### src/source/rom_params.svh
`ifndef ROM_PARAMS_SVH
`define ROM_PARAMS_SVH

//////////////////////////////////////////////////////////////////////
// Download channel and store geometry
//////////////////////////////////////////////////////////////////////

`define ROM_IOCTL_AW   25
`define ROM_PROG_AW    17                  // Program store holds 16-bit words.
`define ROM_TILE_AW    14                  // Tile store holds 24-bit words.
`define ROM_PROG_DEPTH (1 << `ROM_PROG_AW)
`define ROM_TILE_DEPTH (1 << `ROM_TILE_AW)

//////////////////////////////////////////////////////////////////////
// Region bases
//////////////////////////////////////////////////////////////////////

`define ROM_TILE_BASE  17'h1A000           // Byte address in the download stream.
`define ROM_SPR_BASE   17'h10000           // Word offset of the sprite CPU code.
`define ROM_SND_BASE   17'h08000           // Word offset of the sound CPU code.
`define ROM_TILE_SKIP  2'd3                // Fourth tile lane has no storage.

`endif

### src/source/rom_pkg.sv
package rom_pkg;

	//////////////////////////////////////////////////////////////////////
	// Store data types
	//////////////////////////////////////////////////////////////////////

	typedef logic [7:0] rom_byte_t;

	// Byte lane inside a store word.
	typedef logic [1:0] lane_t;

	typedef logic [15:0] prog_word_t;      // Two lanes, low byte at even addresses.
	typedef logic [23:0] tile_word_t;      // Three lanes from the merged tile ROMs.

	//////////////////////////////////////////////////////////////////////
	// Program store read clients
	//////////////////////////////////////////////////////////////////////

	typedef enum logic [1:0] {
		CLIENT_CPU = 2'd0,
		CLIENT_SPR = 2'd1,
		CLIENT_SND = 2'd2
	} rom_client_e;

endpackage

### src/source/rom_download_mapper.sv
`timescale 1ns/1ps
`include "rom_params.svh"

module rom_download_mapper import rom_pkg::*; (
	input  logic                     clk_sys,
	input  logic                     rst_n,
	input  logic                     ioctl_download,
	input  logic                     ioctl_wr,
	input  logic [`ROM_IOCTL_AW-1:0] ioctl_addr,
	input  rom_byte_t                ioctl_dout,
	output logic                     prog_wr_req,
	output logic [`ROM_PROG_AW-1:0]  prog_wr_addr,
	output lane_t                    prog_wr_lane,
	output rom_byte_t                prog_wr_byte,
	input  logic                     prog_wr_ack,
	output logic                     tile_wr_req,
	output logic [`ROM_TILE_AW-1:0]  tile_wr_addr,
	output lane_t                    tile_wr_lane,
	output rom_byte_t                tile_wr_byte,
	input  logic                     tile_wr_ack
);

	localparam int NPORT = 2;              // Port 0 is the program store, port 1 the tiles.

	logic                      wr_d;
	logic [1:0]                since_cnt;
	logic                      stroke;
	logic                      accept;
	logic                      is_prog;
	logic [`ROM_TILE_AW+1:0]   tile_off;
	logic [NPORT-1:0]          hit;
	logic [NPORT-1:0]          ack;
	logic [NPORT-1:0]          free;
	logic [NPORT-1:0]          req_q;
	logic [NPORT-1:0]          pend_q;
	logic [`ROM_PROG_AW-1:0]   new_addr [NPORT];
	lane_t                     new_lane [NPORT];
	logic [`ROM_PROG_AW-1:0]   out_addr [NPORT];
	lane_t                     out_lane [NPORT];
	rom_byte_t                 out_byte [NPORT];
	logic [`ROM_PROG_AW-1:0]   pend_addr [NPORT];
	lane_t                     pend_lane [NPORT];
	rom_byte_t                 pend_byte [NPORT];

	//////////////////////////////////////////////////////////////////////
	// Strobe detection and spacing
	//////////////////////////////////////////////////////////////////////

	assign stroke = ioctl_download & ioctl_wr & ~wr_d;
	assign accept = stroke & (since_cnt == 2'd3);  // Strokes closer than 3 cycles are lost.

	always_ff @(posedge clk_sys) begin
		if (!rst_n) begin
			wr_d      <= 1'b0;
			since_cnt <= 2'd3;
		end else begin
			wr_d <= ioctl_wr;
			if (accept)
				since_cnt <= 2'd1;
			else if (since_cnt != 2'd3)
				since_cnt <= since_cnt + 2'd1;
		end
	end

	//////////////////////////////////////////////////////////////////////
	// Region rule
	//////////////////////////////////////////////////////////////////////

	assign is_prog  = ioctl_addr < `ROM_IOCTL_AW'(`ROM_TILE_BASE);
	assign tile_off = (`ROM_TILE_AW+2)'(ioctl_addr - `ROM_IOCTL_AW'(`ROM_TILE_BASE));

	assign new_addr[0] = ioctl_addr[`ROM_PROG_AW:1];
	assign new_lane[0] = {1'b0, ioctl_addr[0]};
	assign new_addr[1] = `ROM_PROG_AW'(tile_off[`ROM_TILE_AW-1:0]);
	assign new_lane[1] = tile_off[`ROM_TILE_AW+1:`ROM_TILE_AW];  // Upper offset bits pick the ROM.

	assign hit[0] = accept & is_prog;
	assign hit[1] = accept & ~is_prog & (new_lane[1] != `ROM_TILE_SKIP);

	//////////////////////////////////////////////////////////////////////
	// Toggle request ports with a one-entry hold buffer
	//////////////////////////////////////////////////////////////////////

	assign ack  = {tile_wr_ack, prog_wr_ack};
	assign free = ~(req_q ^ ack);

	always_ff @(posedge clk_sys) begin
		if (!rst_n) begin
			req_q  <= '0;
			pend_q <= '0;
		end else begin
			for (int p = 0; p < NPORT; p++) begin
				if (pend_q[p] && free[p]) begin
					req_q[p]  <= ~req_q[p];
					pend_q[p] <= 1'b0;
				end
				if (hit[p]) begin
					if (free[p] && !pend_q[p])
						req_q[p] <= ~req_q[p];
					else if (!pend_q[p] || free[p])
						pend_q[p] <= 1'b1;  // Buffered until the store catches up.
				end
			end
		end
	end

	always_ff @(posedge clk_sys) begin
		for (int p = 0; p < NPORT; p++) begin
			if (pend_q[p] && free[p]) begin
				out_addr[p] <= pend_addr[p];
				out_lane[p] <= pend_lane[p];
				out_byte[p] <= pend_byte[p];
			end
			if (hit[p]) begin
				if (free[p] && !pend_q[p]) begin
					out_addr[p] <= new_addr[p];
					out_lane[p] <= new_lane[p];
					out_byte[p] <= ioctl_dout;
				end else if (!pend_q[p] || free[p]) begin
					pend_addr[p] <= new_addr[p];
					pend_lane[p] <= new_lane[p];
					pend_byte[p] <= ioctl_dout;
				end
			end
		end
	end

	assign prog_wr_req  = req_q[0];
	assign prog_wr_addr = out_addr[0];
	assign prog_wr_lane = out_lane[0];
	assign prog_wr_byte = out_byte[0];
	assign tile_wr_req  = req_q[1];
	assign tile_wr_addr = out_addr[1][`ROM_TILE_AW-1:0];
	assign tile_wr_lane = out_lane[1];
	assign tile_wr_byte = out_byte[1];

	// Download strobes need at least three cycles between rising edges.
	a_strobe_spacing: assert property (@(posedge clk_sys) disable iff (!rst_n)
		stroke |=> !stroke ##1 !stroke)
		else $error("ioctl_wr strobes closer than 3 cycles");

endmodule

### config.mk
export PLATFORM = sky130hd
export DESIGN_NAME = rom_download_mapper
export DESIGN_NICKNAME = d
export VERILOG_FILES = /design/src/source/rom_pkg.sv /design/src/source/rom_download_mapper.sv
export VERILOG_INCLUDE_DIRS = /design/src /design/src/source
export SDC_FILE = /design/constraint.sdc
export NUM_CORES = 1
export LEC_CHECK = 0
export ABC_AREA = 1
export BUFFER_PORTS_ARGS = -buffer_cell sky130_fd_sc_hd__clkbuf_2
export CAP_MARGIN = 15
export CORE_MARGIN = 4
export CORE_UTILIZATION = 55
export DETAILED_ROUTE_END_ITERATION = 12
export PLACE_DENSITY_LB_ADDON = 0.15
export SETUP_SLACK_MARGIN = 0.1
export SYNTH_ARGS = -nofsm -noshare
export SYNTH_HDL_FRONTEND = slang
export SYNTH_SLANG_ARGS = --single-unit
### constraint.sdc
create_clock -name clk_sys -period 3.95 [get_ports clk_sys]
set_clock_uncertainty 0.1 [all_clocks]
set_input_delay 0.79 -clock clk_sys [delete_from_list [all_inputs] [get_ports clk_sys]]
set_output_delay 0.79 -clock clk_sys [all_outputs]
set_load 0.01 [all_outputs]
==> impl_metrics.py <==
metrics = {
    "status": {
        "status": "finished, final reports clean",
    },
    "setup_path": {
        "worst_ep_required_time_ns": 3.90,
        "timing.rr.start": "since_cnt[0]",
        "crit_end": "out_byte[1][0]",
        "start_kind": "primary input",
        "path_delay_family": "simple AND/OR/NAND/NOR gates",
        "r2r-end": "out_byte[1][0]",
        "rr_worst_depth": 6,
        "cp_num_cells": 10,
        "r2r_setup_slack_ns": 1.70,
        "critPathKind": "primary input to flop",
        "slowest_delay_ns": 0.36,
        "critPathBufInv": 4,
        "crit_fanout": 24,
        "startpoint": "ioctl_addr[13]",
        "cp-end-kind": "flop",
        "arrival_ns": 2.40,
        "slowest_stage": "nand3_2",
        "cp_cell_sequence": "clkbuf_2 -> inv_1 -> ha_1 -> inv_1 -> nand2_1 -> nand2_2 -> a21oi_4 -> nand3_2 -> nand2_1 -> buf_4",
    },
    "yosys": {
        "synth_top_area_share_pct": 69.3,
        "synth-adder-area-share_pct": 2.89,
        "synth.avg_cell_area_um2": 12.2,
        "synth-seq-cells": 107,
        "synthXorXnorAreaFrac_pct": 0.607,
        "netlist_instances": 354,
        "syn_nets": 403,
        "synth_cell_types": 26,
        "synth_top_family_by_area": "simple AND/OR/NAND/NOR gates",
        "synth_edf_count": 100,
        "synth-seq-area-share_pct": 72.6,
        "synthMostInstantiatedCell": "nand2_1",
        "yosys_warnings": 0,
        "synth_top_cell_by_area": "edfxtp_1",
        "muxShareOfSynthArea_pct": 0,
        "async_reset_ff_share_pct": 0,
        "synthTopCellsByCount": "nand2_1, edfxtp_1, inv_1, o21ai_0",
        "synth-simple-area-share_pct": 13.4,
        "syn_area_um2": 4330,
        "synthTopCellsByArea": "edfxtp_1, nand2_1, inv_1",
        "synth_compound_area_share_pct": 4.39,
        "synth_flop_cell": "edfxtp_1",
    },
    "pwr": {
        "ir_drop_mv": 0.244,
        "internal-power_uw": 1610,
        "seq_power_share_pct": 61.0,
        "p_comb_share_pct": 9.9,
        "swShare_pct": 25.1,
        "p_clk_share_pct": 29.1,
        "power.density_nw_per_um2": 425,
        "switching_power_uw": 539,
        "p_leak_uw": 0.00223,
    },
    "floorplanning": {
        "pin_count": 92,
        "die_h_um": 96.7,
        "rows": 32,
        "start_util_pct": 56.3,
        "die_x_um": 96.7,
        "core_area_um2": 7690,
        "die-area_um2": 9360,
    },
    "route": {
        "detail-route-antenna-nets": 0,
        "vias": 2641,
        "drt-pass1-iter-count": 4,
        "routedWlPerCell_um": 13.6,
        "drtIter0Drc": 87,
        "wirelength_um": 7580,
        "vias_per_cell": 4.75,
        "drc": 0,
    },
    "finish": {
        "diodes": 0,
        "final_util_pct": 65.8,
        "fin_nets": 498,
        "regArea_um2": 3140,
        "syn_to_final_growth_pct": 16.8,
        "fill_cells": 617,
        "multi_input_comb_area_um2": 935,
        "layout-drive-gt1-share_pct": 27.3,
    },
    "placement": {
        "io_buffers": 90,
        "hpwlAfterDp_um": 5080,
        "finalWeightedCongestion": 0.751,
    },
    "grt": {
        "grt_first_pass_wirelength_um": 12500,
        "grt_start_max_net_pins": 29,
        "antenna_found_initial": 0,
        "grt_pass1_vias": 2568,
        "grt.overflow.total": 0,
        "grt_use_total_pct": 17.2,
    },
    "sta": {
        "post-route-period-util_pct": 62.0,
        "max_freq_mhz": 408,
        "grt_setup_unrepaired": "false",
        "hold_ws_ns": 0.371,
        "worst_pin_slew_ns": 0.829,
        "finalCriticalPeriod_ns": 2.45,
        "slew_headroom_pct": 44.6,
        "setup_violations": 0,
        "slew_viol_final": 0,
        "hold_violations": 0,
        "tns_ns": 0,
    },
    "cts": {
        "insertion_delay_ns": 0.38,
        "ctsLongestPathBuffers": 2,
        "root_buffer": "clkbuf_8",
        "clkSinkCount": 107,
        "cts_resized": 0,
        "cts_tree": "built",
        "numCtsBuffers": 9,
        "postCtsSetupRepairBufs": 0,
        "ctsHoldBuffers": 0,
        "htreeDepth": 3,
        "path_clk_slew_ns": 0.10,
    },
    "min_path": {
        "min_path_type": "flop to flop",
    },
    "flow_run": {
        "drv_cap": 0,
    },
}
-- worst min-delay path by stage --
stage	start	end	depth (start not counted)
6_report	since_cnt[1]	since_cnt[1]	2
3_3_place_gp	since_cnt[1]	since_cnt[1]	2
4_1_cts	since_cnt[1]	since_cnt[1]	2
2_1_floorplan	since_cnt[1]	since_cnt[1]	2
5_1_grt	since_cnt[1]	since_cnt[1]	2
3_5_place_dp	since_cnt[1]	since_cnt[1]	2
-- metal layers --
metal,GRT usage [%],up-vias,wire (µm)
met1,21.3,1211,3190
met4,7.78,0,165
met5,0,-,0
met2,28.6,66,3850
met3,4.18,11,377
li1,-,1353,-
-- power by group through the flow --
| stage | Combinational [µW] | Sequential, µW | Clock, µW |
|---|---|---|---|
| after global placement | 209 | 1340 | 0 |
| after floorplan | 125 | 1350 | 0 |
| after global routing | 247 | 1320 | 701 |
| after CTS | 216 | 1310 | 643 |
| final | 213 | 1310 | 626 |
| after detailed placement | 216 | 1340 | 0 |
-- flip-flops by register name, indices dropped and copies added (netlist names) --
name,flops
out_lane,3
out_addr,31
req_q,2
since_cnt,2
pend_lane,3
pend_q,2
pend_addr,31
pend_byte,16
out_byte,16
wr_d,1
-- layout by cell type, fill, tap and decap left out, drive strengths merged --
cell / synthesis / final
a21oi: 6 / 6
and2: 1 / 1
buf: 8 / 4
clkbuf: 2 / 99
clkinv: 0 / 4
conb: 1 / 1
dfxtp: 7 / 7
edfxtp: 100 / 100
ha: 10 / 10
inv: 46 / 49
nand2: 125 / 125
nand3: 6 / 6
nand4: 1 / 1
nor2: 11 / 11
o21ai: 26 / 26
or2: 1 / 1
xor2: 3 / 3
-- layout make-up --
cell class,count,area share (%)
well taps,102,2.52
multi-input cells,191,18.5
flip-flops and latches,107,62.1
inverters,46,3.46
clock inverters,7,1.21
repair buffers,94,9.75
clock buffers,9,2.45
-- through the flow --
stage          instance area [µm²]  setup slack, ns  instances  total power [µW]
3_5_place_dp                  4870             1.10        540              1550
5_1_grt                       5060             1.28        556              2260
2_1_floorplan                 4330            0.957        354              1470
4_1_cts                       5060             1.50        556              2170
3_3_place_gp                  4870             1.15        540              1550
6_report                      5060             1.50        556              2150
-- kinds of logic (layout without fill, tap and decap cells) --
kind of cell    count (synthesis)  in the layout
simple gates                  145            145
flops                         107            107
buf+inv                        56            156
compound gates                 32             32
fa+ha+maj                      10             10
xor+xnor                        3              3
other cells                     1              1
-- worst reg2reg max path: cells and delay by family, from the launching register on --
family                     cells  cell delay [ns]
and+or+nand+nor                3             0.71
DFF                            1             0.37
buffers and inverters          1             0.33
adders and majority gates      1             0.22
AOI/OAI and AO/OA              1             0.21
(Power assumes the default switching activity.)
